## src/include/pcore_lsu_cfg.svh

```systemverilog
`ifndef PCORE_LSU_CFG_SVH
`define PCORE_LSU_CFG_SVH

// Data and address width
`define XLEN 32

// Upstream credits, also the execute request queue depth
`define LSU_REQ_CREDITS 2

// Memory link credits, also the dmem request buffer depth
`define DMEM_CREDITS 2

// Word-address bits of the data memory
`define DMEM_DEPTH_LOG2 8

// In-flight metadata queue depth
// Must cover DMEM_CREDITS plus the issue and ack stages
`define LSU_INFLIGHT 4

`endif

```

## src/lsu_pkg.sv

```systemverilog
`include "pcore_lsu_cfg.svh"

package lsu_pkg;

   // Load kinds
   typedef enum logic [2:0] {
      LD_NONE,
      LB,
      LBU,
      LH,
      LHU,
      LW
   } ld_ops_e;

   // Store kinds
   typedef enum logic [1:0] {
      ST_NONE,
      SB,
      SH,
      SW
   } st_ops_e;

   // Request from the execute stage
   typedef struct packed {
      logic              valid;
      ld_ops_e           ld_ops;
      st_ops_e           st_ops;
      logic [4:0]        rd_addr;
      logic [`XLEN-1:0]  addr;
      logic [`XLEN-1:0]  w_data;
   } exe2lsu_s;

   // One bus word with its halfword and byte lane views
   typedef union packed {
      logic [`XLEN-1:0]  word;
      logic [1:0][15:0]  hword;
      logic [3:0][7:0]   bytes;
   } dbus_word_u;

   // LSU to data memory
   typedef struct packed {
      logic              valid;
      logic [`XLEN-1:0]  addr;
      dbus_word_u        w_data;
      logic [3:0]        byte_en;
      logic              wr;
   } lsu2dbus_s;

   // Data memory response
   typedef struct packed {
      logic              ack;
      dbus_word_u        r_data;
   } dbus2lsu_s;

   // Per-access data kept until the ack
   typedef struct packed {
      ld_ops_e           ld_ops;
      logic [4:0]        rd_addr;
      logic [1:0]        byte_off;
      logic              misaligned;
   } lsu_meta_s;

   // Writeback record
   typedef struct packed {
      logic              valid;
      logic [4:0]        rd_addr;
      logic              rd_wr_req;
      logic [`XLEN-1:0]  r_data;
      logic              misaligned;
   } lsu2wrb_s;

endpackage

```

## src/lsu_result.sv

```systemverilog
`timescale 1ns/1ps
`include "pcore_lsu_cfg.svh"

module lsu_result (
   input  logic                clk_i,
   input  logic                rst_n_i,
   input  logic                issue_i,
   input  lsu_pkg::lsu_meta_s  meta_i,
   input  lsu_pkg::dbus2lsu_s  dbus_i,
   output lsu_pkg::lsu2wrb_s   wrb_o
);

   localparam int QDEPTH = `LSU_INFLIGHT;
   localparam int PTR_W  = (QDEPTH > 1) ? $clog2(QDEPTH) : 1;

   lsu_pkg::lsu_meta_s  meta_q [QDEPTH];
   lsu_pkg::lsu_meta_s  head;
   logic [PTR_W-1:0]    wr_ptr_q;
   logic [PTR_W-1:0]    rd_ptr_q;
   logic [7:0]          ld_byte;
   logic [15:0]         ld_hword;
   logic [`XLEN-1:0]    ld_data;
   logic                wr_req;

   logic                wrb_valid_q;
   logic [4:0]          rd_addr_q;
   logic                rd_wr_req_q;
   logic [`XLEN-1:0]    r_data_q;
   logic                misaligned_q;

   function automatic logic [PTR_W-1:0] ptr_next(input logic [PTR_W-1:0] ptr);
      return (ptr == PTR_W'(QDEPTH - 1)) ? '0 : ptr + 1'b1;
   endfunction

   // Acks return in issue order, so the head matches the ack
   always_ff @(posedge clk_i or negedge rst_n_i) begin
      if (!rst_n_i) begin
         wr_ptr_q <= '0;
         rd_ptr_q <= '0;
      end else begin
         if (issue_i) begin
            wr_ptr_q <= ptr_next(wr_ptr_q);
         end
         if (dbus_i.ack) begin
            rd_ptr_q <= ptr_next(rd_ptr_q);
         end
      end
   end

   always_ff @(posedge clk_i) begin
      if (issue_i) begin
         meta_q[wr_ptr_q] <= meta_i;
      end
   end

   assign head = meta_q[rd_ptr_q];

   // Lane pick and sign or zero extension
   always_comb begin
      ld_byte  = dbus_i.r_data.bytes[head.byte_off];
      ld_hword = dbus_i.r_data.hword[head.byte_off[1]];
      case (head.ld_ops)
         lsu_pkg::LB:  ld_data = {{(`XLEN-8){ld_byte[7]}}, ld_byte};
         lsu_pkg::LBU: ld_data = {{(`XLEN-8){1'b0}}, ld_byte};
         lsu_pkg::LH:  ld_data = {{(`XLEN-16){ld_hword[15]}}, ld_hword};
         lsu_pkg::LHU: ld_data = {{(`XLEN-16){1'b0}}, ld_hword};
         lsu_pkg::LW:  ld_data = dbus_i.r_data.word;
         default:      ld_data = '0;
      endcase
      if (head.misaligned) begin
         ld_data = '0;
      end
   end

   // x0 is never written
   assign wr_req = (head.ld_ops != lsu_pkg::LD_NONE) && !head.misaligned &&
                   (head.rd_addr != 5'd0);

   always_ff @(posedge clk_i or negedge rst_n_i) begin
      if (!rst_n_i) begin
         wrb_valid_q <= 1'b0;
      end else begin
         wrb_valid_q <= dbus_i.ack;
      end
   end

   always_ff @(posedge clk_i) begin
      if (dbus_i.ack) begin
         rd_addr_q    <= head.rd_addr;
         rd_wr_req_q  <= wr_req;
         r_data_q     <= ld_data;
         misaligned_q <= head.misaligned;
      end
   end

   assign wrb_o.valid      = wrb_valid_q;
   assign wrb_o.rd_addr    = rd_addr_q;
   assign wrb_o.rd_wr_req  = rd_wr_req_q;
   assign wrb_o.r_data     = r_data_q;
   assign wrb_o.misaligned = misaligned_q;

endmodule

```

## config.mk

```make
export PLATFORM = sky130hd
export DESIGN_NAME = lsu_result
export DESIGN_NICKNAME = d
export VERILOG_FILES = /design/src/lsu_pkg.sv /design/src/lsu_result.sv
export VERILOG_INCLUDE_DIRS = /design/src /design/src/include
export SDC_FILE = /design/constraint.sdc
export NUM_CORES = 1
export LEC_CHECK = 0
export ABC_CLOCK_PERIOD_IN_PS = 4910
export BUFFER_PORTS_ARGS = -buffer_cell sky130_fd_sc_hd__buf_2
export CAP_MARGIN = 20
export CORE_MARGIN = 2
export CORE_UTILIZATION = 47
export CTS_BUF_LIST = sky130_fd_sc_hd__clkbuf_8
export CTS_CLUSTER_DIAMETER = 40
export DETAILED_ROUTE_END_ITERATION = 16
export MAX_ROUTING_LAYER = met4
export PLACE_DENSITY = 0.71
export SLEW_MARGIN = 15
export SYNTH_ARGS = -nofsm -noshare
export SYNTH_HDL_FRONTEND = slang
export SYNTH_SLANG_ARGS = --single-unit
```

## constraint.sdc

```tcl
create_clock -name clk_i -period 4.91 [get_ports clk_i]
set_clock_uncertainty 0.1 [all_clocks]
set_input_delay 0.2455 -clock clk_i [delete_from_list [all_inputs] [get_ports clk_i]]
set_output_delay 0.2455 -clock clk_i [all_outputs]
set_load 0.005 [all_outputs]
```

==> results.toml <==
[status]
run_status = "completed"

[die]
chipHeight_um = 95.01
initial_core_utilization_pct = 47.85
fp.dieArea_um2 = 9026
die_width_um = 95.01
core-area_um2 = 8134
ioPinCount = 87
row_count = 33

[route]
dr.max_layer_used = "met4"
routedLengthMet1_mm = 3.376
drt_first_iter_violations = 136
drt-total-wl_mm = 8.050
drcViolationCount = 0
route.met3.wl_um = 596
wl_per_cell_um = 17.89
post_drt_via_cell_ratio = 5.520
first_pass_iters = 4
dr_wl_met2_mm = 3.967
vias = 2484
antenna_violating_nets_post_route = 0

[timing]
max_freq_ghz = 0.3067
post-route-min-period_ps = 3261
timing_max_transition_violations_final = 0
worst-slew-pin-transition_ps = 990.2
rsz0062_at_grt = "no"
setup_viol_count_final = 0
timing.max_slew.rel_slack_pct = 33.99
final_min_period_over_clock_period_pct = 66.41
hold_viol_final = 0
finalSetupTns_ps = 0
hold-worst-slack_ps = 51.28

[global_routing]
grt_overflow = 0
pin_count_of_the_biggest_net_entering_global_routing = 43
grt_pass1_vias = 2405
globalRouteTotalUtil_pct = 18.84
grt_pass1_wl_mm = 12.04
number_of_antenna_violations_at_the_first_check_in_global_routing = 0

[cells_and_area]
total_inserted_antenna_cells = 0
final_layout_size_suffix_gt1_share_pct = 36.52
area_growth_pct = 19.51
nNetsFinal = 392
fillCellCount = 670

[synthesis]
post-synth-top-area-fraction_pct = 64.03
simple_gate_share_of_the_synthesized_area_pct = 5.304
netlist-cell-type-count = 35
syn_nets = 301
synth_area_um2 = 3892
ys_seq_area_share_pct = 67.25
synth_compound_area_share_pct = 9.643
main_combinational_cell_family_by_area_after_synthesis = "multiplexers"
synth_cells = 249
ys_seq_elements = 88
avgSynthCellArea_um2 = 15.63
synth-adder-area-share_pct = 1.607
yosysWarningCount = 0
netlist_top_cells_area = "sky130_fd_sc_hd__edfxtp_1, sky130_fd_sc_hd__mux4_2, sky130_fd_sc_hd__mux2i_1"
synth.mux.area_fraction_pct = 12.31
xor_xnor_share_of_the_synthesized_area_pct = 0.2250
synthDominantAreaCellType = "sky130_fd_sc_hd__edfxtp_1"

[power_and_ir_drop]
cellPowerDensity_nw_per_um2 = 571.6
leakage_nw = 1.768
vdd_drop_max_v = 0.0002519

[setup_path]
register_to_register_setup_slack_ps = 1650
critical-path-top-delay-family = "compound AO/OA/AOI/OAI gates"
critPathMaxStageDelay_ps = 840
crit_slowest_cell = "sky130_fd_sc_hd__dfrtp_1"
crit_chain = "mux4_2, nor3_1, a211o_1, o22ai_1"
category_of_the_most_critical_setup_path = "register to register"
end_kind = "register"
worst-path-buf-inv = 0
critical_path.max_fanout = 31
crit_arrival_ps = 3240
startpoint_type = "register"
timing.critical_path.required_ps = 4890

[cts]
cts-buffers-inserted = 9
post_cts_buffers = 0
cts_num_sinks = 88
clock_insertion_delay_worst_skew_ps = 360
cts.hold.buffers_added = 12
tritoncts = "yes"
clk_root_buffer_cell = "sky130_fd_sc_hd__clkbuf_8"
clk_path_buf_depth = 2
cts_resized = 0
cts_htree_levels = 3
clock_slew_seen_by_the_registers_of_the_worst_setup_and_hold_paths_ps = 100

[run]
cap_viol_max_count = 0

[placed_design]
gp_congestion = 0.8074
dp_hpwl_mm = 5.494
port_buffers = 86

[min_path]
holdCritPathClass = "input pin to register"
## metal layers
metal,vias up,track usage [%]
li1,1159,-
met1,1210,22.60
met2,103,31.44
met3,12,4.709
met4,0,6.039
met5,-,-
## layout make-up
class                           instances  area (um2)  area share [%]
Sequential cell                        88        2618           56.27
Multi-Input combinational cell        139        1132           24.34
Timing Repair Buffer                   98       550.5           11.83
Tap cell                              105       131.4           2.824
Clock buffer                            9       123.9           2.663
Clock inverter                          7       81.33           1.748
Inverter                                4       15.01          0.3228
## worst register-to-register path, delay by kind of cell, from the launching register on
| family | cells | cell delay [ps] |
|---|---|---|
| DFF | 1 | 840 |
| muxes | 1 | 730 |
| and+or+nand+nor | 1 | 290 |
| AOI/OAI and AO/OA | 2 | 1020 |
## report_power, final
| part | switching (mW) | leakage (nW) | internal (mW) |
|---|---|---|---|
| sequential | 0.0916 | 0.862 | 1.05 |
| clock | 0.300 | 0.104 | 0.205 |
| combinational | 0.580 | 0.802 | 0.432 |
## cells by family after synthesis
| group | count (synthesis) |
|---|---|
| flops | 88 |
| compound gates | 57 |
| buf+inv | 22 |
| simple gates | 43 |
| fa+ha+maj | 5 |
| mux | 33 |
| xor+xnor | 1 |
## path summary, 6_finish.rpt
| kind | start | endpoint | cells past startpoint |
|---|---|---|---|
| max in group asynchronous | rst_n_i | wrb_valid_q | 2 |
| min in group asynchronous | rst_n_i | rd_ptr_q[0] | 2 |
| worst min-delay path | issue_i | wr_ptr_q[0] | 2 |
| worst min register to register | wr_ptr_q[1] | wr_ptr_q[1] | 2 |
| worst max register to register | rd_ptr_q[0] | r_data_q[2] | 4 |
| worst max-delay path | rd_ptr_q[0] | r_data_q[2] | 4 |
## synthesized netlist by cell type, drive strengths merged
cell / number
clkbuf: 6
nand3: 2
xor2: 1
a21boi: 1
buf: 12
and2: 4
and3: 2
a21oi: 25
nor2: 6
nand3b: 2
a22oi: 14
nor3: 1
a211o: 1
or3b: 1
edfxtp: 83
ha: 5
nand2: 21
or4: 1
dfrtp: 5
mux2i: 13
inv: 4
o21a: 1
mux4: 11
mux2: 9
o21ai: 5
nor2b: 2
o22ai: 8
a31oi: 1
nand2b: 1
a222oi: 1
## state kept, by name, summed over array words and instances (netlist names)
signal,cells
rd_wr_req_q,1
wr_ptr_q,2
rd_addr_q,5
rd_ptr_q,2
r_data_q,32
wrb_valid_q,1
misaligned_q,1
meta_q,44
## placed cells by master (no fill, tap or decap), types with 6 or more instances in the layout
cell type and count:
sky130_fd_sc_hd__a21oi_1 25, sky130_fd_sc_hd__clkbuf_8 9, sky130_fd_sc_hd__nand2_1 21, sky130_fd_sc_hd__edfxtp_1 83
sky130_fd_sc_hd__buf_2 86, sky130_fd_sc_hd__nor2_1 6, sky130_fd_sc_hd__o22ai_1 7, sky130_fd_sc_hd__dlygate4sd3_1 12
sky130_fd_sc_hd__a22oi_1 13, sky130_fd_sc_hd__mux2i_1 13, sky130_fd_sc_hd__mux2_2 9, sky130_fd_sc_hd__mux4_2 11
## metrics by stage
| step | cells | area [um2] | utilization, % | setup slack (ps) | total power [mW] |
|---|---|---|---|---|---|
| 3_3_place_gp | 422 | 4327 | 53.19 | 1716 | 2.124 |
| 5_1_grt | 450 | 4652 | 57.19 | 1388 | 2.829 |
| 6_report | 450 | 4652 | 57.19 | 1649 | 2.659 |
| 3_5_place_dp | 422 | 4327 | 53.19 | 1643 | 2.171 |
| 4_1_cts | 450 | 4652 | 57.19 | 1616 | 2.682 |
| 2_1_floorplan | 249 | 3892 | - | 2568 | 1.930 |
(Power assumes the default switching activity.)
