$ cat src/include/pcore_lsu_cfg.svh
`ifndef PCORE_LSU_CFG_SVH
`define PCORE_LSU_CFG_SVH

// Data and address width
`define XLEN 32

// Upstream credits, also the execute request queue depth
`define LSU_REQ_CREDITS 2

// Memory link credits, also the dmem request buffer depth
`define DMEM_CREDITS 2

// Word-address bits of the data memory
`define DMEM_DEPTH_LOG2 8

// In-flight metadata queue depth
// Must cover DMEM_CREDITS plus the issue and ack stages
`define LSU_INFLIGHT 4

`endif

$ cat src/lsu_pkg.sv
`include "pcore_lsu_cfg.svh"

package lsu_pkg;

   // Load kinds
   typedef enum logic [2:0] {
      LD_NONE,
      LB,
      LBU,
      LH,
      LHU,
      LW
   } ld_ops_e;

   // Store kinds
   typedef enum logic [1:0] {
      ST_NONE,
      SB,
      SH,
      SW
   } st_ops_e;

   // Request from the execute stage
   typedef struct packed {
      logic              valid;
      ld_ops_e           ld_ops;
      st_ops_e           st_ops;
      logic [4:0]        rd_addr;
      logic [`XLEN-1:0]  addr;
      logic [`XLEN-1:0]  w_data;
   } exe2lsu_s;

   // One bus word with its halfword and byte lane views
   typedef union packed {
      logic [`XLEN-1:0]  word;
      logic [1:0][15:0]  hword;
      logic [3:0][7:0]   bytes;
   } dbus_word_u;

   // LSU to data memory
   typedef struct packed {
      logic              valid;
      logic [`XLEN-1:0]  addr;
      dbus_word_u        w_data;
      logic [3:0]        byte_en;
      logic              wr;
   } lsu2dbus_s;

   // Data memory response
   typedef struct packed {
      logic              ack;
      dbus_word_u        r_data;
   } dbus2lsu_s;

   // Per-access data kept until the ack
   typedef struct packed {
      ld_ops_e           ld_ops;
      logic [4:0]        rd_addr;
      logic [1:0]        byte_off;
      logic              misaligned;
   } lsu_meta_s;

   // Writeback record
   typedef struct packed {
      logic              valid;
      logic [4:0]        rd_addr;
      logic              rd_wr_req;
      logic [`XLEN-1:0]  r_data;
      logic              misaligned;
   } lsu2wrb_s;

endpackage

$ cat src/lsu_decode.sv
`timescale 1ns/1ps

module lsu_decode (
   input  lsu_pkg::exe2lsu_s   req_i,
   output lsu_pkg::lsu2dbus_s  dbus_o,
   output lsu_pkg::lsu_meta_s  meta_o
);

   logic                 is_half;
   logic                 is_word;
   logic                 is_store;
   logic                 misaligned;
   logic [1:0]           byte_off;
   logic [3:0]           byte_en;
   lsu_pkg::dbus_word_u  st_data;

   assign byte_off = req_i.addr[1:0];
   assign is_store = (req_i.st_ops != lsu_pkg::ST_NONE);

   assign is_half = (req_i.ld_ops == lsu_pkg::LH) ||
                    (req_i.ld_ops == lsu_pkg::LHU) ||
                    (req_i.st_ops == lsu_pkg::SH);

   assign is_word = (req_i.ld_ops == lsu_pkg::LW) ||
                    (req_i.st_ops == lsu_pkg::SW);

   // Halfword on an odd byte, or word off a word boundary
   assign misaligned = (is_half && byte_off[0]) ||
                       (is_word && (byte_off != 2'b00));

   // Lane placement and byte enables
   always_comb begin
      byte_en      = 4'b0000;
      st_data.word = req_i.w_data;
      case (req_i.st_ops)
         lsu_pkg::SB: begin
            byte_en = 4'b0001 << byte_off;
            for (int i = 0; i < 4; i++) begin
               st_data.bytes[i] = req_i.w_data[7:0];
            end
         end
         lsu_pkg::SH: begin
            byte_en          = byte_off[1] ? 4'b1100 : 4'b0011;
            st_data.hword[0] = req_i.w_data[15:0];
            st_data.hword[1] = req_i.w_data[15:0];
         end
         lsu_pkg::SW: begin
            byte_en = 4'b1111;
         end
         default: begin
            byte_en = 4'b0000;
         end
      endcase
      // No lanes are written for a bad address
      if (misaligned) begin
         byte_en = 4'b0000;
      end
   end

   assign dbus_o.valid   = req_i.valid;
   assign dbus_o.addr    = req_i.addr;
   assign dbus_o.w_data  = st_data;
   assign dbus_o.byte_en = byte_en;
   assign dbus_o.wr      = is_store && !misaligned;

   assign meta_o.ld_ops     = req_i.ld_ops;
   assign meta_o.rd_addr    = req_i.rd_addr;
   assign meta_o.byte_off   = byte_off;
   assign meta_o.misaligned = misaligned;

endmodule

$ cat src/lsu_execute.sv
`timescale 1ns/1ps
`include "pcore_lsu_cfg.svh"

module lsu_execute (
   input  logic                clk_i,
   input  logic                rst_n_i,
   input  lsu_pkg::exe2lsu_s   req_i,
   output logic                exe_credit_o,
   input  logic                dmem_credit_i,
   output lsu_pkg::lsu2dbus_s  dbus_o,
   output logic                issue_o,
   output lsu_pkg::lsu_meta_s  meta_o
);

   localparam int QDEPTH = `LSU_REQ_CREDITS;
   localparam int PTR_W  = (QDEPTH > 1) ? $clog2(QDEPTH) : 1;
   localparam int CNT_W  = $clog2(QDEPTH + 1);
   localparam int CRD_W  = $clog2(`DMEM_CREDITS + 1);

   lsu_pkg::lsu2dbus_s  dec_bus;
   lsu_pkg::lsu_meta_s  dec_meta;
   lsu_pkg::lsu2dbus_s  bus_q  [QDEPTH];
   lsu_pkg::lsu_meta_s  meta_q [QDEPTH];

   logic [PTR_W-1:0]    wr_ptr_q;
   logic [PTR_W-1:0]    rd_ptr_q;
   logic [CNT_W-1:0]    count_q;
   logic [CRD_W-1:0]    credits_q;
   logic                push;
   logic                issue;

   function automatic logic [PTR_W-1:0] ptr_next(input logic [PTR_W-1:0] ptr);
      return (ptr == PTR_W'(QDEPTH - 1)) ? '0 : ptr + 1'b1;
   endfunction

   lsu_decode u_decode (
      .req_i  (req_i),
      .dbus_o (dec_bus),
      .meta_o (dec_meta)
   );

   // Sender holds a credit for every valid beat, so no full check
   assign push  = dec_bus.valid;
   assign issue = (count_q != '0) && (credits_q != '0);

   always_ff @(posedge clk_i or negedge rst_n_i) begin
      if (!rst_n_i) begin
         wr_ptr_q <= '0;
         rd_ptr_q <= '0;
         count_q  <= '0;
      end else begin
         if (push) begin
            wr_ptr_q <= ptr_next(wr_ptr_q);
         end
         if (issue) begin
            rd_ptr_q <= ptr_next(rd_ptr_q);
         end
         count_q <= count_q + CNT_W'(push) - CNT_W'(issue);
      end
   end

   // Queue storage
   always_ff @(posedge clk_i) begin
      if (push) begin
         bus_q[wr_ptr_q]  <= dec_bus;
         meta_q[wr_ptr_q] <= dec_meta;
      end
   end

   // Memory credits, spent on issue and restored by dmem
   always_ff @(posedge clk_i or negedge rst_n_i) begin
      if (!rst_n_i) begin
         credits_q <= CRD_W'(`DMEM_CREDITS);
      end else begin
         credits_q <= credits_q - CRD_W'(issue) + CRD_W'(dmem_credit_i);
      end
   end

   always_comb begin
      dbus_o       = bus_q[rd_ptr_q];
      dbus_o.valid = issue;
   end

   assign meta_o  = meta_q[rd_ptr_q];
   assign issue_o = issue;

   // A queue slot frees up on every issue
   assign exe_credit_o = issue;

endmodule

$ cat config.mk
export PLATFORM = sky130hd
export DESIGN_NAME = lsu_execute
export DESIGN_NICKNAME = d
export VERILOG_FILES = /design/src/lsu_pkg.sv /design/src/lsu_decode.sv /design/src/lsu_execute.sv
export VERILOG_INCLUDE_DIRS = /design/src /design/src/include
export SDC_FILE = /design/constraint.sdc
export NUM_CORES = 1
export LEC_CHECK = 0
export BUFFER_PORTS_ARGS = -buffer_cell sky130_fd_sc_hd__buf_2
export CAP_MARGIN = 10
export CELL_PAD_IN_SITES_DETAIL_PLACEMENT = 1
export CELL_PAD_IN_SITES_GLOBAL_PLACEMENT = 1
export CORE_ASPECT_RATIO = 0.7
export CORE_MARGIN = 5
export CORE_UTILIZATION = 49
export CTS_BUF_LIST = sky130_fd_sc_hd__clkbuf_4 sky130_fd_sc_hd__clkbuf_8
export DETAILED_ROUTE_END_ITERATION = 16
export GPL_TIMING_DRIVEN = 0
export PLACE_DENSITY_LB_ADDON = 0.1
export SYNTH_ARGS = -nofsm -noshare
export SYNTH_HDL_FRONTEND = slang
export SYNTH_SLANG_ARGS = --single-unit
$ cat constraint.sdc
create_clock -name clk_i -period 7.15 [get_ports clk_i]
set_input_delay 1.43 -clock clk_i [delete_from_list [all_inputs] [get_ports clk_i]]
set_output_delay 1.43 -clock clk_i [all_outputs]
set_load 0.02 [all_outputs]
==> impl_metrics.csv <==
group,metric,value,unit
power_and_ir_drop,p_leak,3.082,nW
global_route,antenna_found_initial,2,
synth,ys_warn_count,0,
die,die_h,106.1,um
global_route,grt_util_met2,32.23,%
critical_path,arrival,2.05,ns
power_and_ir_drop,ir_drop,0.0001931,V
placed_design,dpl_cell_area,0.007586,mm^2
final_layout,final_util,61.08,%
cts,tritoncts,"done",
synth,yosys.cell_types.count,30,
placed_design,globalplace.congestion,0.7347,
worst_hold_path,hold_class,"flop to flop",
final_layout,nFillCells,1242,
global_route,use_met3,6.817,%
sta,relSlewSlack,59.01,%
placed_design,dp_hpwl,10.26,mm
final_layout,layout.nets,632,
critical_path,path_cells,"buf_2, buf_2, buf_4, mux2_2, buf_2",
synth,yosysTopAreaCellShare,72.46,%
global_route,grt_pass1_vias,4188,
final_layout,syn2layout_area_growth,23.30,%
critical_path,critPathRequiredTime,5.72,ns
critical_path,crit_path_start,"rd_ptr_q$_DFFE_PN0P_",
placed_design,dp_cells,695,
power_and_ir_drop,finalPower,3.107,mW
final_layout,final_cell_area,0.007971,mm^2
sta,grt_setup_unrepaired,"no",
die,floorplan.core_area,0.01305,mm^2
detailed_routing,vias_per_cell,5.180,
cts,clockBufferDepth,2,
detailed_routing,drt_iter0_drc,141,
synth,ys_seq_elements,162,
sta,slew_viol_final,0,
sta,final.setup.worst_slack,3.674,ns
critical_path,regToRegStartpoint,"wr_ptr_q$_DFFE_PN0P_",
global_route,grt_busiest_layer,"met2",
sta,hold_viol,0,
cts,numCtsBuffers,17,
sta,finClkSkew,0.01650,ns
sta,tns,0,ns
synth,ys_seq_area_share,74.80,%
critical_path,slowest_stage,"mux2_2",
flow_run,drv_cap,0,
critical_path,crit_top_cell,"buf_2",
critical_path,crit_path_end_kind,"output pin",
sta,whs,0.5621,ns
global_route,grt_pass1_wl,22.43,mm
critical_path,max_stage_delay,0.37,ns
placed_design,dp_slack,3.947,ns
final_layout,final_cells,727,
synth,syn_nets,449,
cts,cts.sinks,162,
global_route,gr-usage-all-layers,18.80,%
sta,final-setup-viol-count,0,
synth,syn_area,0.006465,mm^2
detailed_routing,drc_errors,0,
cts,clkTransAtPathRegs,0.09,ns
worst_hold_path,hold_path.startpoint,"credits_q[1]$_DFF_PN1_",
cts,cts.htree.levels,4,
cts,clock_latency,0.44,ns
detailed_routing,firstDrtPassIters,4,
critical_path,worstSetupStartpointType,"flop",
cts,cts_setup_buffers,0,
cts,cts_resized,0,
die,ios,161,
detailed_routing,ant_nets,0,
detailed_routing,num_vias,3766,
sta,fin_crit,3.476,ns
detailed_routing,drt-total-wl,14.36,mm
global_route,grt_use_met1,22.52,%
sta,fmax,287.7,MHz
synth,syn_avg_cell_area,17.71,um^2
synth,synth_top_cell_by_area,"edfxtp_1",
sta,worstMarginPinSlew,0.6136,ns
critical_path,worstSetupPathType,"flop to output pin",
placed_design,portBuffers,160,
cts,cts_hold_buf,0,
synth,syn-instance-count,365,
die,initial_core_util,49.54,%
synth,synth_area_leaders,"edfxtp_1 (72%), mux2_2 (14%), dfrtp_1 (1.9%)",
sta,period_share,48.61,%
detailed_routing,wire_per_inst,19.75,um
status,status,"complete, no violations",
die,die_x,147.3,um
global_route,grt_max_degree,43,
cts,cts_root_buffer,"clkbuf_8",
die,dieArea,0.01563,mm^2
power_and_ir_drop,power_density,389.8,mW/mm^2
die,rows,35,
final_layout,multi_input_area,0.001486,mm^2
final_layout,diodes,0,
final_layout,regArea,0.004836,mm^2
final_layout,layout-drive-gt1-share,52.05,%
critical_path,critPathMaxFanout,10,
global_route,gr-total-overflow,0,
-- logic make-up (layout without fill, tap and decap cells) --
logic type / Yosys count / after routing / share of synthesized area (%)
compound gates: 46 / 46 / 4.897
xor+xnor: 4 / 4 / 0.5420
fa+ha+maj: 6 / 6 / 1.161
buf+inv: 33 / 229 / 2.361
flops: 162 / 162 / 74.80
mux: 78 / 78 / 13.59
simple gates: 36 / 36 / 2.652
-- area by class of cell --
| cell class | instances | share of cell area (%) |
|---|---|---|
| Buffer | 21 | 1.350 |
| Timing Repair Buffer | 164 | 11.33 |
| Tap cell | 166 | 2.606 |
| Clock buffer | 20 | 3.296 |
| Sequential cell | 162 | 60.67 |
| Multi-Input combinational cell | 170 | 18.65 |
| Clock inverter | 12 | 1.538 |
| Inverter | 12 | 0.5651 |
-- per-layer routing --
| metal | share of wire [%] | vias to the layer above |
|---|---|---|
| met1 | 41 | 1864 |
| met4 | 1.1 | 4 |
| met5 | 0.10 | - |
| met2 | 50 | 105 |
| met3 | 7.0 | 19 |
| li1 | - | 1774 |
-- where the power goes --
group	internal [mW]	total (mW)	switching (mW)
combinational	0.456	1.14	0.686
clock	0.299	0.642	0.342
sequential	1.27	1.32	0.0496
-- final timing paths --
check                                         endpoint  slack [ns]  depth (start not counted)
max in group asynchronous       credits_q[1]$_DFF_PN1_        6.12                          1
worst min-delay path            credits_q[1]$_DFF_PN1_        0.56                          2
worst min register to register  credits_q[1]$_DFF_PN1_        0.56                          2
min in group asynchronous         wr_ptr_q$_DFFE_PN0P_        0.79                          1
worst max register to register  bus_q[0][33]$_DFFE_PP_        5.41                          3
worst max-delay path                         meta_o[0]        3.67                          5
-- registers in the layout, summed over array words and instances (netlist names) --
name	cells
bus_q	138
count_q	2
credits_q	2
meta_q	18
rd_ptr_q	1
wr_ptr_q	1
-- layout by cell type, fill, tap and decap left out, drive strengths merged, types with 10 or more instances in the layout --
cell type  synthesis  routed
a21oi             11      11
buf               13     177
clkbuf             8      28
edfxtp           156     156
nand2             10      10
mux2              78      78
nor2              13      13
inv               12      17
-- synthesized netlist by cell type, drive strengths merged --
library cell  count
edfxtp          156
mux2             78
buf              13
nor2             13
inv              12
a21oi            11
nand2            10
a22o              8
a22oi             8
clkbuf            8
o22ai             8
o21ai             7
ha                6
dfrtp             5
a2111oi           2
and2              2
nand2b            2
nor2b             2
nor4              2
xnor2             2
xor2              2
a21o              1
and3b             1
dfstp             1
nand3b            1
nor3              1
nor3b             1
o31a              1
or2               1
-- worst max-delay path: cells and delay by family, from the launching register on --
family	cells	cell delay (ns)
buffers and inverters	4	0.91
flip-flops	1	0.32
multiplexers	1	0.37
No activity file was read; power rests on OpenSTA's default activity.
